`src/logic/timer_defs.svh`:
```
`ifndef TIMER_DEFS_SVH
`define TIMER_DEFS_SVH

// counters and external inputs come in equal numbers
`define TMR_CNT_NUM 4

// apb data width, also the counter width
`define TMR_DW 32

// apb address width
`define TMR_AW 32

// fixed register byte offsets
`define TMR_OFS_CNT_EN   32'h0000_0000
`define TMR_OFS_CNT_CLR  32'h0000_0004
`define TMR_OFS_EDGE_CFG 32'h0000_0008
`define TMR_OFS_INT_STS  32'h0000_000C
`define TMR_OFS_INT_EN   32'h0000_0010

// per-counter banks, one word per counter
`define TMR_OFS_TARGET   32'h0000_0020
`define TMR_OFS_COUNT    32'h0000_0040
`define TMR_OFS_STRIDE   4

`endif

```
`src/logic/timer_pkg.sv`:
```
`include "timer_defs.svh"

package timer_pkg;

  // status and enable width: matches first, then edges
  localparam int INT_W = 2 * `TMR_CNT_NUM;

  // apb pins gathered into one bundle
  typedef struct packed {
    logic [`TMR_AW-1:0] paddr;
    logic [`TMR_DW-1:0] pwdata;
    logic               pwrite;
    logic               psel;
    logic               penable;
  } apb_req_t;

  // per-input edge selection
  typedef enum logic [1:0] {
    EDGE_NONE = 2'd0,
    EDGE_RISE = 2'd1,
    EDGE_FALL = 2'd2,
    EDGE_BOTH = 2'd3
  } edge_mode_e;

  typedef edge_mode_e [`TMR_CNT_NUM-1:0] edge_cfg_t;

  // one count (or target) word per counter
  typedef logic [`TMR_CNT_NUM-1:0][`TMR_DW-1:0] cnt_vec_t;

  // counter control, clr is a single-cycle pulse
  typedef struct packed {
    logic [`TMR_CNT_NUM-1:0] en;
    logic [`TMR_CNT_NUM-1:0] clr;
    cnt_vec_t                target;
  } cnt_cfg_t;

  // write strobes into the interrupt block
  typedef struct packed {
    logic             sts_clr_wr;
    logic             en_wr;
    logic [INT_W-1:0] data;
  } intr_wr_t;

  // readback from the interrupt block
  typedef struct packed {
    logic [INT_W-1:0] sts;
    logic [INT_W-1:0] en;
  } intr_rd_t;

  // one-cycle event pulses, one bit per counter or input
  typedef logic [`TMR_CNT_NUM-1:0] evt_vec_t;

endpackage

```
`src/logic/apb_regs.sv`:
```
`include "timer_defs.svh"

module apb_regs import timer_pkg::*; (
  input  logic              i_pclk,
  input  logic              i_prst_n,
  input  apb_req_t          i_apb,
  output logic [`TMR_DW-1:0] o_prdata,
  output cnt_cfg_t          o_cnt_cfg,
  output edge_cfg_t         o_edge_cfg,
  output intr_wr_t          o_intr_wr,
  input  intr_rd_t          i_intr_rd,
  input  cnt_vec_t          i_count
);

  // setup phase only, access phase is a don't-care
  logic setup;
  logic wr_en;
  logic rd_en;

  // fixed register hits
  logic hit_cnt_en;
  logic hit_cnt_clr;
  logic hit_edge_cfg;
  logic hit_int_sts;
  logic hit_int_en;

  logic [`TMR_CNT_NUM-1:0] cnt_en;
  logic [`TMR_CNT_NUM-1:0] cnt_clr;
  cnt_vec_t                target;
  edge_cfg_t               edge_cfg;
  logic [`TMR_DW-1:0]      rd_data;

  assign setup = i_apb.psel & ~i_apb.penable;
  assign wr_en = setup & i_apb.pwrite;
  assign rd_en = setup & ~i_apb.pwrite;

  assign hit_cnt_en   = (i_apb.paddr == `TMR_OFS_CNT_EN);
  assign hit_cnt_clr  = (i_apb.paddr == `TMR_OFS_CNT_CLR);
  assign hit_edge_cfg = (i_apb.paddr == `TMR_OFS_EDGE_CFG);
  assign hit_int_sts  = (i_apb.paddr == `TMR_OFS_INT_STS);
  assign hit_int_en   = (i_apb.paddr == `TMR_OFS_INT_EN);

  // config registers, written at the end of setup
  always_ff @(posedge i_pclk or negedge i_prst_n) begin
    if (!i_prst_n) begin
      cnt_en   <= '0;
      target   <= '0;
      edge_cfg <= {`TMR_CNT_NUM{EDGE_NONE}};
    end else if (wr_en) begin
      if (hit_cnt_en) begin
        cnt_en <= i_apb.pwdata[`TMR_CNT_NUM-1:0];
      end
      // 2 bits per input, input 0 in the low pair
      if (hit_edge_cfg) begin
        for (int i = 0; i < `TMR_CNT_NUM; i++) begin
          edge_cfg[i] <= edge_mode_e'(i_apb.pwdata[2*i +: 2]);
        end
      end
      for (int i = 0; i < `TMR_CNT_NUM; i++) begin
        if (i_apb.paddr == `TMR_OFS_TARGET + 32'(`TMR_OFS_STRIDE * i)) begin
          target[i] <= i_apb.pwdata;
        end
      end
    end
  end

  // clear pulse lasts the cycle after setup, then drops
  always_ff @(posedge i_pclk or negedge i_prst_n) begin
    if (!i_prst_n) begin
      cnt_clr <= '0;
    end else if (wr_en && hit_cnt_clr) begin
      cnt_clr <= i_apb.pwdata[`TMR_CNT_NUM-1:0];
    end else begin
      cnt_clr <= '0;
    end
  end

  assign o_cnt_cfg.en     = cnt_en;
  assign o_cnt_cfg.clr    = cnt_clr;
  assign o_cnt_cfg.target = target;
  assign o_edge_cfg       = edge_cfg;

  // status and enable live in intr_ctrl, only strobes go there
  assign o_intr_wr.sts_clr_wr = wr_en & hit_int_sts;
  assign o_intr_wr.en_wr      = wr_en & hit_int_en;
  assign o_intr_wr.data       = i_apb.pwdata[INT_W-1:0];

  // read mux, anything unmapped stays 0
  always_comb begin
    case (i_apb.paddr)
      `TMR_OFS_CNT_EN:   rd_data = `TMR_DW'(cnt_en);
      `TMR_OFS_EDGE_CFG: rd_data = `TMR_DW'(edge_cfg);
      `TMR_OFS_INT_STS:  rd_data = `TMR_DW'(i_intr_rd.sts);
      `TMR_OFS_INT_EN:   rd_data = `TMR_DW'(i_intr_rd.en);
      // CNT_CLR is write-only
      default:           rd_data = '0;
    endcase
    for (int i = 0; i < `TMR_CNT_NUM; i++) begin
      if (i_apb.paddr == `TMR_OFS_TARGET + 32'(`TMR_OFS_STRIDE * i)) begin
        rd_data = target[i];
      end
      if (i_apb.paddr == `TMR_OFS_COUNT + 32'(`TMR_OFS_STRIDE * i)) begin
        rd_data = i_count[i];
      end
    end
  end

  // sampled in setup, held through access and until the next read
  always_ff @(posedge i_pclk or negedge i_prst_n) begin
    if (!i_prst_n) begin
      o_prdata <= '0;
    end else if (rd_en) begin
      o_prdata <= rd_data;
    end
  end

endmodule

```
`src/logic/cnt_array.sv`:
```
`include "timer_defs.svh"

module cnt_array import timer_pkg::*; (
  input  logic     i_pclk,
  input  logic     i_prst_n,
  input  cnt_cfg_t i_cfg,
  output cnt_vec_t o_count,
  output evt_vec_t o_match
);

  cnt_vec_t count;

  // wrap condition per counter
  logic [`TMR_CNT_NUM-1:0] at_target;

  genvar i;
  generate
    for (i = 0; i < `TMR_CNT_NUM; i++) begin : g_cnt

      // only an exact hit wraps
      // a target lowered below the count lets it run to 2^32
      assign at_target[i] = (count[i] == i_cfg.target[i]);

      always_ff @(posedge i_pclk or negedge i_prst_n) begin
        if (!i_prst_n) begin
          count[i] <= '0;
        end else if (i_cfg.clr[i]) begin
          // clear wins over enable and wrap
          count[i] <= '0;
        end else if (i_cfg.en[i]) begin
          if (at_target[i]) begin
            count[i] <= '0;
          end else begin
            count[i] <= count[i] + 1'b1;
          end
        end
        // disabled: hold
      end

      // match is high in the cycle the count sits on target
      // a clear in that cycle suppresses the wrap, so no event
      assign o_match[i] = i_cfg.en[i] & ~i_cfg.clr[i] & at_target[i];

    end
  endgenerate

  assign o_count = count;

endmodule

```
`src/logic/ext_edge_det.sv`:
```
`include "timer_defs.svh"

module ext_edge_det import timer_pkg::*; (
  input  logic                    i_pclk,
  input  logic                    i_prst_n,
  input  logic [`TMR_CNT_NUM-1:0] i_din,
  input  edge_cfg_t               i_mode,
  output evt_vec_t                o_edge
);

  // two flops against metastability, third for the previous value
  logic [`TMR_CNT_NUM-1:0] sync_q1;
  logic [`TMR_CNT_NUM-1:0] sync_q2;
  logic [`TMR_CNT_NUM-1:0] dly_q;

  logic [`TMR_CNT_NUM-1:0] rise;
  logic [`TMR_CNT_NUM-1:0] fall;
  logic [`TMR_CNT_NUM-1:0] edge_sel;

  always_ff @(posedge i_pclk or negedge i_prst_n) begin
    if (!i_prst_n) begin
      sync_q1 <= '0;
      sync_q2 <= '0;
      dly_q   <= '0;
    end else begin
      sync_q1 <= i_din;
      sync_q2 <= sync_q1;
      dly_q   <= sync_q2;
    end
  end

  assign rise = sync_q2 & ~dly_q;
  assign fall = ~sync_q2 & dly_q;

  // per-input mode picks which transitions count
  always_comb begin
    for (int i = 0; i < `TMR_CNT_NUM; i++) begin
      case (i_mode[i])
        EDGE_RISE: edge_sel[i] = rise[i];
        EDGE_FALL: edge_sel[i] = fall[i];
        EDGE_BOTH: edge_sel[i] = rise[i] | fall[i];
        default:   edge_sel[i] = 1'b0;
      endcase
    end
  end

  // registered pulse, third edge after the pin moves
  always_ff @(posedge i_pclk or negedge i_prst_n) begin
    if (!i_prst_n) begin
      o_edge <= '0;
    end else begin
      o_edge <= edge_sel;
    end
  end

endmodule

```
`src/logic/intr_ctrl.sv`:
```
`include "timer_defs.svh"

module intr_ctrl import timer_pkg::*; (
  input  logic     i_pclk,
  input  logic     i_prst_n,
  input  evt_vec_t i_match,
  input  evt_vec_t i_edge,
  input  intr_wr_t i_wr,
  output intr_rd_t o_rd,
  output logic     o_int
);

  // bits 3:0 counter matches, 7:4 input edges
  logic [INT_W-1:0] evt;
  logic [INT_W-1:0] clr_mask;
  logic [INT_W-1:0] sts;
  logic [INT_W-1:0] en;

  assign evt      = {i_edge, i_match};
  assign clr_mask = i_wr.sts_clr_wr ? i_wr.data : '0;

  // sticky status, w1c, a new event beats the clear
  always_ff @(posedge i_pclk or negedge i_prst_n) begin
    if (!i_prst_n) begin
      sts <= '0;
    end else begin
      sts <= (sts & ~clr_mask) | evt;
    end
  end

  // enable only gates the output, status still records
  always_ff @(posedge i_pclk or negedge i_prst_n) begin
    if (!i_prst_n) begin
      en <= '0;
    end else if (i_wr.en_wr) begin
      en <= i_wr.data;
    end
  end

  // level interrupt, one cycle behind status
  always_ff @(posedge i_pclk or negedge i_prst_n) begin
    if (!i_prst_n) begin
      o_int <= 1'b0;
    end else begin
      o_int <= |(sts & en);
    end
  end

  assign o_rd.sts = sts;
  assign o_rd.en  = en;

endmodule

```
`src/logic/timer_top.sv`:
```
`include "timer_defs.svh"

module timer_top import timer_pkg::*; (
  input  logic                    i_pclk,
  input  logic                    i_prst_n,
  // apb slave
  input  logic [`TMR_AW-1:0]      i_paddr,
  input  logic [`TMR_DW-1:0]      i_pwdata,
  input  logic                    i_pwrite,
  input  logic                    i_psel,
  input  logic                    i_penable,
  output logic [`TMR_DW-1:0]      o_prdata,
  // external event pins, asynchronous
  input  logic [`TMR_CNT_NUM-1:0] i_ext_din,
  output logic                    o_int
);

  apb_req_t  apb;
  cnt_cfg_t  cnt_cfg;
  edge_cfg_t edge_cfg;
  intr_wr_t  intr_wr;
  intr_rd_t  intr_rd;
  cnt_vec_t  count;
  evt_vec_t  match_evt;
  evt_vec_t  edge_evt;

  assign apb.paddr   = i_paddr;
  assign apb.pwdata  = i_pwdata;
  assign apb.pwrite  = i_pwrite;
  assign apb.psel    = i_psel;
  assign apb.penable = i_penable;

  // register file
  apb_regs apb_regs_inst (
    .i_pclk     (i_pclk),
    .i_prst_n   (i_prst_n),
    .i_apb      (apb),
    .o_prdata   (o_prdata),
    .o_cnt_cfg  (cnt_cfg),
    .o_edge_cfg (edge_cfg),
    .o_intr_wr  (intr_wr),
    .i_intr_rd  (intr_rd),
    .i_count    (count)
  );

  // counters and edge detect run side by side
  cnt_array cnt_array_inst (
    .i_pclk   (i_pclk),
    .i_prst_n (i_prst_n),
    .i_cfg    (cnt_cfg),
    .o_count  (count),
    .o_match  (match_evt)
  );

  ext_edge_det ext_edge_det_inst (
    .i_pclk   (i_pclk),
    .i_prst_n (i_prst_n),
    .i_din    (i_ext_din),
    .i_mode   (edge_cfg),
    .o_edge   (edge_evt)
  );

  // both event sources merge here
  intr_ctrl intr_ctrl_inst (
    .i_pclk   (i_pclk),
    .i_prst_n (i_prst_n),
    .i_match  (match_evt),
    .i_edge   (edge_evt),
    .i_wr     (intr_wr),
    .o_rd     (intr_rd),
    .o_int    (o_int)
  );

endmodule

```
`config.mk`:
```
export PLATFORM = sky130hd
export DESIGN_NAME = timer_top
export DESIGN_NICKNAME = d
export VERILOG_FILES = /design/src/logic/timer_pkg.sv /design/src/logic/apb_regs.sv /design/src/logic/cnt_array.sv /design/src/logic/ext_edge_det.sv /design/src/logic/intr_ctrl.sv /design/src/logic/timer_top.sv
export VERILOG_INCLUDE_DIRS = /design/src /design/src/logic
export SDC_FILE = /design/constraint.sdc
export NUM_CORES = 1
export LEC_CHECK = 0
export BUFFER_PORTS_ARGS = -buffer_cell sky130_fd_sc_hd__buf_2
export CAP_MARGIN = 20
export CORE_ASPECT_RATIO = 1.2
export CORE_MARGIN = 1
export CORE_UTILIZATION = 55
export CTS_CLUSTER_SIZE = 24
export DETAILED_ROUTE_END_ITERATION = 12
export GPL_ROUTABILITY_DRIVEN = 0
export HOLD_SLACK_MARGIN = 0.15
export PLACE_DENSITY = 0.84
export SETUP_SLACK_MARGIN = 0.2
export SLEW_MARGIN = 5
export SYNTH_ARGS = -nofsm -noshare
export SYNTH_HDL_FRONTEND = slang
export SYNTH_HIERARCHICAL = 1
export SYNTH_SLANG_ARGS = --single-unit
```
`constraint.sdc`:
```
create_clock -name i_pclk -period 2 [get_ports i_pclk]
set_clock_uncertainty 0.15 [all_clocks]
set_input_delay 0.6 -clock i_pclk [delete_from_list [all_inputs] [get_ports i_pclk]]
set_output_delay 0.6 -clock i_pclk [all_outputs]
set_load 0.01 [all_outputs]
```
==> results of run 1 <==
[repair_timing]
action                                  CTS
hold endpoints to repair                114
resized for setup                       390
cloned                                   24
setup buffers                            71
hold buffers                              5
endpoints found under the setup margin  353
pin swaps                               134
[layer usage]
| metal | global-route usage | overflow |
|---|---|---|
| met5 | 0.5390 | 0 |
| met4 | 0.8203 | 100 |
| met3 | 0.7645 | 21 |
| met2 | 0.9409 | 154 |
| met1 | 0.8155 | 12 |
[logic make-up after synthesis]
family / after synthesis / share of synthesized area
AND/OR/NAND/NOR: 652 / 0.1849
multiplexers: 158 / 0.09905
flip-flops: 337 / 0.4372
XOR/XNOR: 128 / 0.05812
buffers and inverters: 146 / 0.03503
AO/OA/AOI/OAI: 475 / 0.1779
adder cells (fa/ha/maj): 12 / 0.007783
[metrics by stage]
stage,hold slack (ps),instance area (um2)
4_1_cts,192.9,28820
3_5_place_dp,185.6,24810
3_3_place_gp,183.3,24810
2_1_floorplan,154.4,20230
[Yosys cell counts (13+ instances only)]
master    number
mux2_2       111
mux2_4        38
a21oi_1       65
or3_1         15
a21o_1        29
nand2_1      190
nor3_1        16
o311ai_0      36
a221oi_1      29
a22o_1        29
nand4_1       61
nor4_1        16
a22oi_1       21
o21ai_1       13
clkbuf_1      63
o21ai_0       92
inv_1         20
dfrtp_1      337
and3_1        55
a221o_1       31
buf_2         36
o22a_1        16
nor2_1        74
o221ai_1      17
nand3_1      111
xnor2_1      128
==> impl_metrics.py, run 1 <==
metrics = {
    "floorplanning": {
        "start_util": 0.5631,
        "die_h_um": 207.2,
        "rows": 74,
        "ios": 106,
        "die_w_um": 173.0,
    },
    "global_route": {
        "grt_pass1_vias": 29327,
        "overflow": 287,
        "grt_max_degree": 62,
        "track_usage": 0.8329,
        "grt_pass1_wl_um": 220800,
    },
    "clock_tree": {
        "cts_made_buffers": 36,
        "cts_max_path_buffers": 3,
        "cts_root_buf": "clkbuf_16",
        "ctsHtreeMaxLevel": 2,
        "clock_sinks": 337,
    },
    "synthesis": {
        "synthCells": 1908,
        "synthArstFlopShare": 1.000,
        "yosys-top-cells-area": "dfrtp_1 (44%), mux2_2 (6.5%), xnor2_1 (5.8%)",
        "netlist_area_mm2": 0.01929,
        "synth_top_flop_cell": "dfrtp_1",
        "yosysUniqueCellTypes": 87,
        "syn_nets": 1993,
        "yosysSeqAreaShare": 0.4372,
        "synth_top_area_frac": 0.4372,
        "yosys.area.top_type": "dfrtp_1",
        "syn_area_per_cell_um2": 10.11,
        "ys_ff_latch": 337,
        "synth_enable_flop_cells": 0,
        "yosys_warnings": 6,
    },
    "status": {
        "error_line": "[ERROR GRT-0116] Global routing finished with congestion. Check the congestion regions in the DRC Viewer.",
        "lastStage": "5_1_grt",
        "status": "did not finish",
    },
    "placement": {
        "pre_cts_ws_ps": -1116,
        "dp.cells": 2877,
        "dp_hpwl_um": 58140,
        "port_buffers": 105,
    },
}
==> run 2, diff against run 1 <==
Settings changed: CORE_ASPECT_RATIO 1.2 to not set, CORE_UTILIZATION 55 to 40, CTS_CLUSTER_SIZE 24 to not set, HOLD_SLACK_MARGIN 0.15 to not set, PLACE_DENSITY 0.84 to not set, PLACE_DENSITY_LB_ADDON set to 0.15, SETUP_SLACK_MARGIN 0.2 to not set.
Clock period 2 ns to 2.6 ns, I/O delays scaled along.
==> impl_metrics.py, run 2 <==
metrics = {
    "status": {
        "status": "finished, violations left",
        "violations": "design-rule violations, negative setup slack",
    },
    "layout": {
        "fin_util": 0.5169,
        "drive_gt1_frac": 0.3220,
        "nets": 2317,
        "num_antenna_cells": 0,
        "area_growth_syn_to_layout_pct": 27.68,
        "layout_common_cells": "dfrtp_1 (337), buf_4 (257), nand2_1 (189), xnor2_1 (127), mux2_2 (111)",
        "final_common_cell": "dfrtp_1",
    },
    "floorplanning": {
        "die_h_um": 221.6,
        "dieArea_mm2": 0.04911,
        "rows": 80,
        "die_w_um": 221.6,
        "ios": 106,
        "start_util": 0.4049,
        "core_mm2": 0.04765,
    },
    "critical_path": {
        "cp.required_ps": 2890,
        "ff2ff_setup_slack_ps": 30,
        "arrival_ps": 2920,
        "start_kind": "input port",
        "crit_start": "i_paddr[19]",
        "path_class": "input port to register",
        "crit_fanout": 8,
        "r2r-start": "cnt_array_inst/o_count[68]",
        "end_kind": "register",
    },
    "power": {
        "p_int_uw": 9117,
        "p_seq_frac": 0.446,
        "leakage_uw": 0.01118,
        "peakVddDrop_mv": 0.4027,
        "power_frac_clock": 0.506,
        "power-per-cell-area_mw_per_mm2": 485.6,
        "netSwitchingPower_uw": 2842,
        "p_comb_frac": 0.048,
        "swShare": 0.2377,
    },
    "clock_tree": {
        "cts_root_buf": "clkbuf_16",
        "path_clk_slew_ps": 60,
        "cts_tree": "built",
        "cts_made_buffers": 41,
        "ctsHtreeMaxLevel": 2,
        "cts_max_path_buffers": 3,
        "clk_latency_ps": 580,
        "clock_sinks": 337,
    },
    "min_path": {
        "hold_start": "i_ext_din[3]",
        "min_path_type": "input port to register",
    },
    "timing": {
        "setup_ws_ps": -27.22,
        "rsz0062_at_grt": "yes",
        "period_share": 1.010,
        "tightest_slew_ps": 704.9,
        "setup_viol": 4,
        "tns_ps": -53.51,
        "min_period_ps": 2627,
        "finalHoldViolCount": 0,
        "maxSlewViolCount": 0,
        "fmax_ghz": 0.3806,
        "relSlewSlack": 0.5301,
    },
    "global_route": {
        "track_usage": 0.2987,
        "grt_max_degree": 62,
        "overflow": 0,
        "antenna_found_initial": 3,
        "grt_pass1_vias": 16892,
        "grt_pass1_wl_um": 110400,
    },
    "drt": {
        "drc": 1,
        "vias": 17625,
        "drtIter0Drc": 1698,
        "dr.pass1.iters": 10,
        "wirelength_um": 74720,
        "postRouteAntennaNets": 0,
        "routedWlPerCell_um": 25.95,
        "vias_per_cell": 6.122,
    },
    "synthesis": {
        "synth_top_area_frac": 0.4372,
        "syn_area_per_cell_um2": 10.11,
        "synthCells": 1908,
        "yosysMostFrequentCell": "dfrtp_1",
        "synth_top_flop_cell": "dfrtp_1",
        "netlist_area_mm2": 0.01929,
        "yosysSeqAreaShare": 0.4372,
        "yosysUniqueCellTypes": 87,
        "synth_enable_flop_cells": 0,
        "synth_commonest_cells": "dfrtp_1 (337), nand2_1 (190), xnor2_1 (128)",
        "yosys.area.top_type": "dfrtp_1",
        "yosys_warnings": 6,
        "synthArstFlopShare": 1.000,
        "ys_ff_latch": 337,
        "syn_nets": 1993,
        "yosys-top-cells-area": "dfrtp_1 (44%), mux2_2 (6.5%), xnor2_1 (5.8%)",
    },
    "placement": {
        "port_buffers": 105,
        "dp_hpwl_um": 56210,
    },
    "flow_run": {
        "maxCapViolations": 0,
    },
}
[run 2: routing by layer]
metal | vias up | track usage | wire [um]
met5 | - | 0 | 13
met4 | 2 | 0.1004 | 2785
met3 | 144 | 0.04320 | 5054
met2 | 742 | 0.4809 | 34490
met1 | 8873 | 0.4116 | 32380
li1 | 7864 | - | -
[run 2: power by group through the flow]
stage | combinational (uW) | clock (uW) | sequential, uW
after CTS | 562 | 6150 | 5330
after floorplan | 154 | 0 | 5420
final | 578 | 6050 | 5330
after detailed placement | 558 | 0 | 5430
after global placement | 555 | 0 | 5430
after global routing | 620 | 6330 | 5330
[run 2: area by class of cell]
| cell class | instances | area [um2] |
|---|---|---|
| Fill cell | 4252 | 23020 |
| Sequential cell | 337 | 8433 |
| Timing Repair Buffer | 406 | 3322 |
| Inverter | 20 | 75.07 |
| Clock inverter | 11 | 138.9 |
| Multi-Input combinational cell | 1426 | 10630 |
| Tap cell | 615 | 769.5 |
| Clock buffer | 64 | 1265 |
[run 2: critical path, cell delays in order]
cell and delay [ps]:
buf_6 90, or4_4 530, nor2_1 250, buf_4 170
buf_4 110, nand4_1 210, buf_4 260, o21ai_0 390
a22oi_1 130
[run 2: repair_timing]
action                                 in CTS  in global routing
setup buffers                               0                 14
pin swaps                                   0                 17
cloned                                      0                  5
resized for setup                          11                 70
setup endpoints to repair                  11                 83
endpoints found under the hold margin      26                  0
hold buffers                                1                  0
[run 2: stage by stage]
stage	setup WS, ps	instances	instance area [um2]	hold slack (ps)	power [uW]
after floorplan	-349.5	1908	19540	181.2	5574
after global placement	-663.4	2784	22610	183.1	5981
after detailed placement	-694.8	2784	22610	185.7	5985
after CTS	1.191	2860	24090	132.5	12040
after global routing	-52.20	2879	24630	144.6	12280
final	-27.22	2879	24630	154.7	11960
[run 2: logic make-up after synthesis]
family	count (synthesis)	synth area share
adders and majority gates	12	0.007783
and+or+nand+nor	652	0.1849
xor gates and xnor gates	128	0.05812
AOI/OAI and AO/OA	475	0.1779
DFF	337	0.4372
buffers and inverters	146	0.03503
muxes	158	0.09905
[run 2: final timing paths]
kind / endpoint / depth (start not counted)
min in group asynchronous: cnt_array_inst/o_count[106] / 2
min: ext_edge_det_inst/sync_q1[3] / 1
max in group asynchronous: apb_regs_inst/o_cnt_cfg[112] / 3
min reg2reg: ext_edge_det_inst/sync_q2[0] / 0
max reg2reg: cnt_array_inst/o_count[80] / 9
max: apb_regs_inst/o_prdata[30] / 9
Note: power is estimated with default switching activity, not from simulation.
==> run 3, diff against run 2 <==
Settings changed: ABC_AREA set to 1.
==> impl_metrics.py, run 3 <==
metrics = {
    "synthesis": {
        "synth_top_flop_cell": "dfrtp_1",
        "yosys_warnings": 6,
        "ys_ff_latch": 337,
        "synth_enable_flop_cells": 0,
        "yosys-top-cells-area": "dfrtp_1 (40%), nand2_1 (23%), nand3_1 (5.2%)",
        "yosysUniqueCellTypes": 42,
        "syn_nets": 3105,
        "syn_area_per_cell_um2": 6.957,
        "yosysMostFrequentCell": "nand2_1",
        "synth_commonest_cells": "nand2_1 (1265), dfrtp_1 (337), inv_1 (266)",
        "yosys.area.top_type": "dfrtp_1",
        "netlist_area_mm2": 0.02101,
        "yosysSeqAreaShare": 0.4014,
        "synthArstFlopShare": 1.000,
        "synth_top_area_frac": 0.4014,
        "synthCells": 3020,
    },
    "drt": {
        "vias": 19923,
        "dr.pass1.iters": 6,
        "drtIter0Drc": 1756,
        "postRouteAntennaNets": 0,
        "drc": 0,
        "routedWlPerCell_um": 17.68,
        "vias_per_cell": 5.094,
        "wirelength_um": 69150,
    },
    "placement": {
        "dp.cells": 3833,
        "dp_hpwl_um": 52090,
        "port_buffers": 105,
    },
    "global_route": {
        "grt_pass1_vias": 19148,
        "antenna_found_initial": 0,
        "grtUsageMet3": 0.02596,
        "grt_pass1_wl_um": 109800,
        "met2_usage": 0.4206,
        "grt_max_degree": 65,
        "use_met1": 0.3653,
        "overflow": 0,
        "track_usage": 0.2649,
        "grt_most_used_layer": "met2",
    },
    "critical_path": {
        "critPathSlowestCell": "o21bai_1",
        "start_kind": "input port",
        "crit_fanout": 7,
        "path_class": "input port to register",
        "r2r-start": "cnt_array_inst/o_count[114]",
        "path_cells": "buf_2 > inv_1 > nand2_1 > nor2_1 > nand2_2 > buf_12 > nor2_2 > buf_4 > nand3_1 > nand2_1 > nor2_1 > nand4_1 > nor2_1 > nand3_1 > o21bai_1 > nand2_1",
        "end_kind": "register",
        "ff2ff_setup_slack_ps": 380,
        "r2r_end": "cnt_array_inst/o_count[121]",
        "slowest_delay_ps": 280,
        "rr_worst_depth": 11,
        "arrival_ps": 2720,
        "cp.required_ps": 2890,
    },
    "flow_run": {
        "maxCapViolations": 0,
    },
    "timing": {
        "period_share": 0.9325,
        "min_period_ps": 2424,
        "maxSlewViolCount": 0,
        "rsz0062_at_grt": "no",
        "setup_viol": 0,
        "relSlewSlack": 0.6125,
        "tightest_slew_ps": 580.6,
        "fmax_ghz": 0.4125,
        "finalHoldViolCount": 0,
    },
    "min_path": {
        "worstHoldEndpoint": "ext_edge_det_inst/sync_q1[0]",
        "min_path_type": "input port to register",
        "holdPathStages": 1,
        "hold_start": "i_ext_din[0]",
    },
    "layout": {
        "nets": 3283,
        "regArea_mm2": 0.008433,
        "final_common_cell": "nand2_1",
        "layout_common_cells": "nand2_1 (1265), dfrtp_1 (337), inv_1 (266), nor2_1 (229), nand3_1 (218)",
        "fin_util": 0.4771,
        "area_growth_syn_to_layout_pct": 17.19,
        "fill_cells": 5196,
        "num_antenna_cells": 0,
        "multi_input_area_mm2": 0.01085,
        "drive_gt1_frac": 0.1325,
        "layout.cells.non_filler": 3911,
    },
    "power": {
        "leakage_uw": 0.01250,
        "p_seq_frac": 0.439,
        "netSwitchingPower_uw": 2730,
        "swShare": 0.2267,
        "power_frac_clock": 0.529,
        "p_comb_frac": 0.032,
        "p_int_uw": 9312,
        "peakVddDrop_mv": 0.4633,
        "power_uw": 12040,
        "power-per-cell-area_mw_per_mm2": 489.1,
    },
    "status": {
        "status": "finished, final reports clean",
    },
    "clock_tree": {
        "path_clk_slew_ps": 60,
        "clk_latency_ps": 570,
        "cts_setup_buffers": 0,
        "cts_root_buf": "clkbuf_16",
        "clock_sinks": 337,
        "ctsHtreeMaxLevel": 2,
        "cts_made_buffers": 42,
        "cts_max_path_buffers": 3,
        "cts_tree": "built",
    },
    "floorplanning": {
        "dieArea_mm2": 0.05345,
        "start_util": 0.4071,
        "core_mm2": 0.05161,
        "ios": 106,
        "die_w_um": 231.2,
        "die_h_um": 231.2,
        "rows": 83,
    },
}
## run 3: cell count changes after synthesis, sizes merged, moves of 36 or more
cell,previous run,this run
nand3,114,227
o21ai,105,159
and3,55,1
o311ai,42,0
inv,20,273
a21oi,67,31
xor2,0,48
nand2,193,1281
nor2,76,278
mux2,149,0
## run 3: worst max-delay path by stage
stage                start                   endpoint  slack, ps  depth (start not counted)
5_1_grt        i_paddr[18]  apb_regs_inst/o_prdata[0]         50                         16
6_report       i_paddr[13]  apb_regs_inst/o_prdata[0]        180                         16
3_3_place_gp   i_paddr[31]  apb_regs_inst/o_prdata[0]       -350                         16
2_1_floorplan       i_psel       intr_ctrl_inst/en[5]        140                          6
4_1_cts        i_paddr[23]  apb_regs_inst/o_prdata[0]        230                         16
3_5_place_dp   i_paddr[23]  apb_regs_inst/o_prdata[0]       -370                         16
## run 3: area by class of cell
cell class                      instances  area share
Multi-Input combinational cell       2284      0.4408
Sequential cell                       337      0.3425
Timing Repair Buffer                  257     0.07937
Clock buffer                           57     0.04868
Inverter                              276     0.04208
Tap cell                              680     0.03455
Clock inverter                         20     0.01199
## run 3: what timing repair did
item,CTS,global route
hold buffers,1,0
resized for setup,0,0
endpoints found under the hold margin,34,0
## run 3: routing by layer
metal | part of all wire | wire length (um) | vias up
met1 | 0.45 | 31230 | 9352
li1 | - | - | 9755
met5 | 0 | 0 | -
met4 | 0.045 | 3122 | 0
met3 | 0.053 | 3642 | 153
met2 | 0.45 | 31150 | 663
## run 3: stage by stage
stage | area [um2] | hold slack, ps | TNS [ps] | worst slack [ps]
floorplan | 21020 | 181.2 | 0 | 135.9
global placement | 23120 | 185.5 | -1593 | -352.8
detailed placement | 23120 | 184.7 | -2820 | -370.5
CTS | 24620 | 138.7 | 0 | 232.3
global route | 24620 | 144.7 | 0 | 51.34
finish | 24620 | 168.3 | 0 | 175.6
## run 3: power groups by stage
stage	clock network (uW)	registers, uW	logic (uW)
2_1_floorplan	0	5380	108
3_3_place_gp	0	5380	388
3_5_place_dp	0	5380	394
4_1_cts	6500	5280	396
5_1_grt	6720	5280	433
6_report	6370	5280	385
## run 3: worst max-delay path: cells and delay by family
kind            cells  cell delay [ps]
buf+inv             4              450
compound gates      1              280
simple gates       11             1210
## run 3: logic make-up (layout without fill, tap and decap cells)
logic type | after synthesis | count (layout) | share of synthesized area
simple gates | 1911 | 1911 | 0.3917
buf+inv | 399 | 610 | 0.08355
flops | 337 | 337 | 0.4014
compound gates | 201 | 201 | 0.04955
xor+xnor | 160 | 160 | 0.06669
fa+ha+maj | 12 | 12 | 0.007146
==> run 4, diff against run 3 <==
Settings changed: PLACE_DENSITY_LB_ADDON 0.15 to not set.
==> impl_metrics.py, run 4 (synthesis gave the netlist of run 3 again) <==
metrics = {
    "critical_path": {
        "ff2ff_setup_slack_ps": 410,
        "path_class": "input port to register",
        "arrival_ps": 2520,
        "rr_worst_depth": 10,
        "r2r_end": "intr_ctrl_inst/sts[2]",
        "cp.required_ps": 2900,
        "r2r-start": "cnt_array_inst/o_count[85]",
        "start_kind": "input port",
        "crit_fanout": 9,
        "end_kind": "register",
        "crit_start": "i_paddr[8]",
    },
    "drt": {
        "drtIter0Drc": 1737,
        "vias_per_cell": 5.075,
        "wl_met1_um": 30140,
        "dr.pass1.iters": 6,
        "wl_met2_um": 29900,
        "highest_layer": "met4",
        "postRouteAntennaNets": 0,
        "wirelength_um": 66260,
        "vias": 19716,
        "routedWlPerCell_um": 17.05,
        "drc": 0,
        "wl_met3_um": 3825,
    },
    "timing": {
        "fmax_ghz": 0.4504,
        "maxSlewViolCount": 0,
        "period_share": 0.8540,
        "finalHoldViolCount": 0,
        "relSlewSlack": 0.5890,
        "min_period_ps": 2220,
        "setup_viol": 0,
        "rsz0062_at_grt": "no",
        "setup_ws_ps": 379.7,
        "tightest_slew_ps": 615.9,
    },
    "layout": {
        "design_area_mm2": 0.02435,
        "final_common_cell": "nand2_1",
        "fill_cells": 5211,
        "regArea_mm2": 0.008433,
        "multi_input_area_mm2": 0.01085,
        "num_antenna_cells": 0,
        "layout.cells.non_filler": 3885,
        "area_growth_syn_to_layout_pct": 15.89,
        "drive_gt1_frac": 0.1267,
        "nets": 3262,
        "layout_common_cells": "nand2_1 (1265), dfrtp_1 (337), inv_1 (266), nor2_1 (229), nand3_1 (218)",
    },
    "floorplanning": {
        "core_mm2": 0.05161,
        "start_util": 0.4071,
        "rows": 83,
        "dieArea_mm2": 0.05345,
        "ios": 106,
        "die_h_um": 231.2,
        "die_w_um": 231.2,
    },
    "power": {
        "peakVddDrop_mv": 0.4571,
        "power_uw": 11680,
        "p_seq_frac": 0.452,
        "swShare": 0.2275,
        "p_int_uw": 9020,
        "leakage_uw": 0.01236,
        "power-per-cell-area_mw_per_mm2": 479.5,
        "netSwitchingPower_uw": 2657,
        "p_comb_frac": 0.033,
        "power_frac_clock": 0.515,
    },
    "min_path": {
        "min_path_type": "input port to register",
        "worstHoldEndpoint": "ext_edge_det_inst/sync_q1[1]",
        "hold_start": "i_ext_din[1]",
        "holdPathStages": 1,
    },
    "status": {
        "status": "finished, final reports clean",
    },
    "placement": {
        "placed_cell_area_mm2": 0.02296,
        "dp_hpwl_um": 49130,
        "port_buffers": 105,
        "dp.cells": 3814,
        "pre_cts_ws_ps": -198.7,
    },
    "flow_run": {
        "maxCapViolations": 0,
    },
    "clock_tree": {
        "cts_max_path_buffers": 3,
        "cts_root_buf": "clkbuf_16",
        "cts_setup_buffers": 0,
        "ctsHtreeMaxLevel": 2,
        "path_clk_slew_ps": 60,
        "clk_latency_ps": 570,
        "cts_made_buffers": 40,
        "cts_tree": "built",
        "clock_sinks": 337,
    },
    "global_route": {
        "grt_pass1_wl_um": 105300,
        "grt_pass1_vias": 18742,
        "antenna_found_initial": 0,
        "grt_max_degree": 70,
        "overflow": 0,
        "track_usage": 0.2506,
    },
}
run 4: power by group through the flow:
stage	Clock (uW)	Sequential, uW	Combinational, uW
2_1_floorplan	0	5380	108
3_3_place_gp	0	5380	384
3_5_place_dp	0	5380	389
4_1_cts	6150	5280	392
5_1_grt	6320	5280	431
6_report	6010	5280	381
run 4: worst max-delay path by stage:
stage | to | slack (ps) | cells past startpoint
after floorplan | intr_ctrl_inst/en[5] | 140 | 6
after global routing | apb_regs_inst/o_prdata[0] | 210 | 17
after CTS | apb_regs_inst/o_prdata[3] | 400 | 16
after detailed placement | apb_regs_inst/o_prdata[3] | -200 | 16
after global placement | apb_regs_inst/o_prdata[3] | -240 | 16
final | apb_regs_inst/o_prdata[3] | 380 | 16
run 4: area by class of cell:
cell class / instances / area share
timing repair buffer: 238 / 0.07389
multi-input combinational: 2284 / 0.4457
clock inverter: 20 / 0.01058
tap: 680 / 0.03494
clock buffer: 50 / 0.04599
sequential: 337 / 0.3463
inverter: 276 / 0.04254
run 4: routing by layer:
| layer | track usage | vias up |
|---|---|---|
| met5 | 0 | - |
| met4 | 0.09561 | 0 |
| met3 | 0.03346 | 118 |
| met2 | 0.3986 | 629 |
| met1 | 0.3455 | 9261 |
| li1 | - | 9708 |
run 4: worst max-delay path: stages:
cell and delay [ps]:
buf_2 90, inv_1 30, nand2_1 50, nor2_1 50, nand2_2 170, buf_4 170
nor2_2 30, buf_4 150, nand3_1 70, nand2_1 50, nor2_1 150, nand4_1 90
nor2_1 210, nand4_1 170, nor2_1 180, nor2_1 60
run 4: what timing repair did:
| action | in CTS | in global routing |
|---|---|---|
| hold buffers | 1 | 0 |
| gates resized for setup | 0 | 0 |
| hold endpoints to repair | 27 | 0 |
run 4: through the flow:
| step | utilization | hold slack (ps) | setup TNS, ps |
|---|---|---|---|
| finish | 0.4718 | 165.0 | 0 |
| global route | 0.4718 | 148.6 | 0 |
| CTS | 0.4718 | 137.7 | 0 |
| detailed placement | 0.4449 | 186.4 | -4418 |
| global placement | 0.4449 | 183.2 | -4563 |
| floorplan | - | 181.2 | 0 |
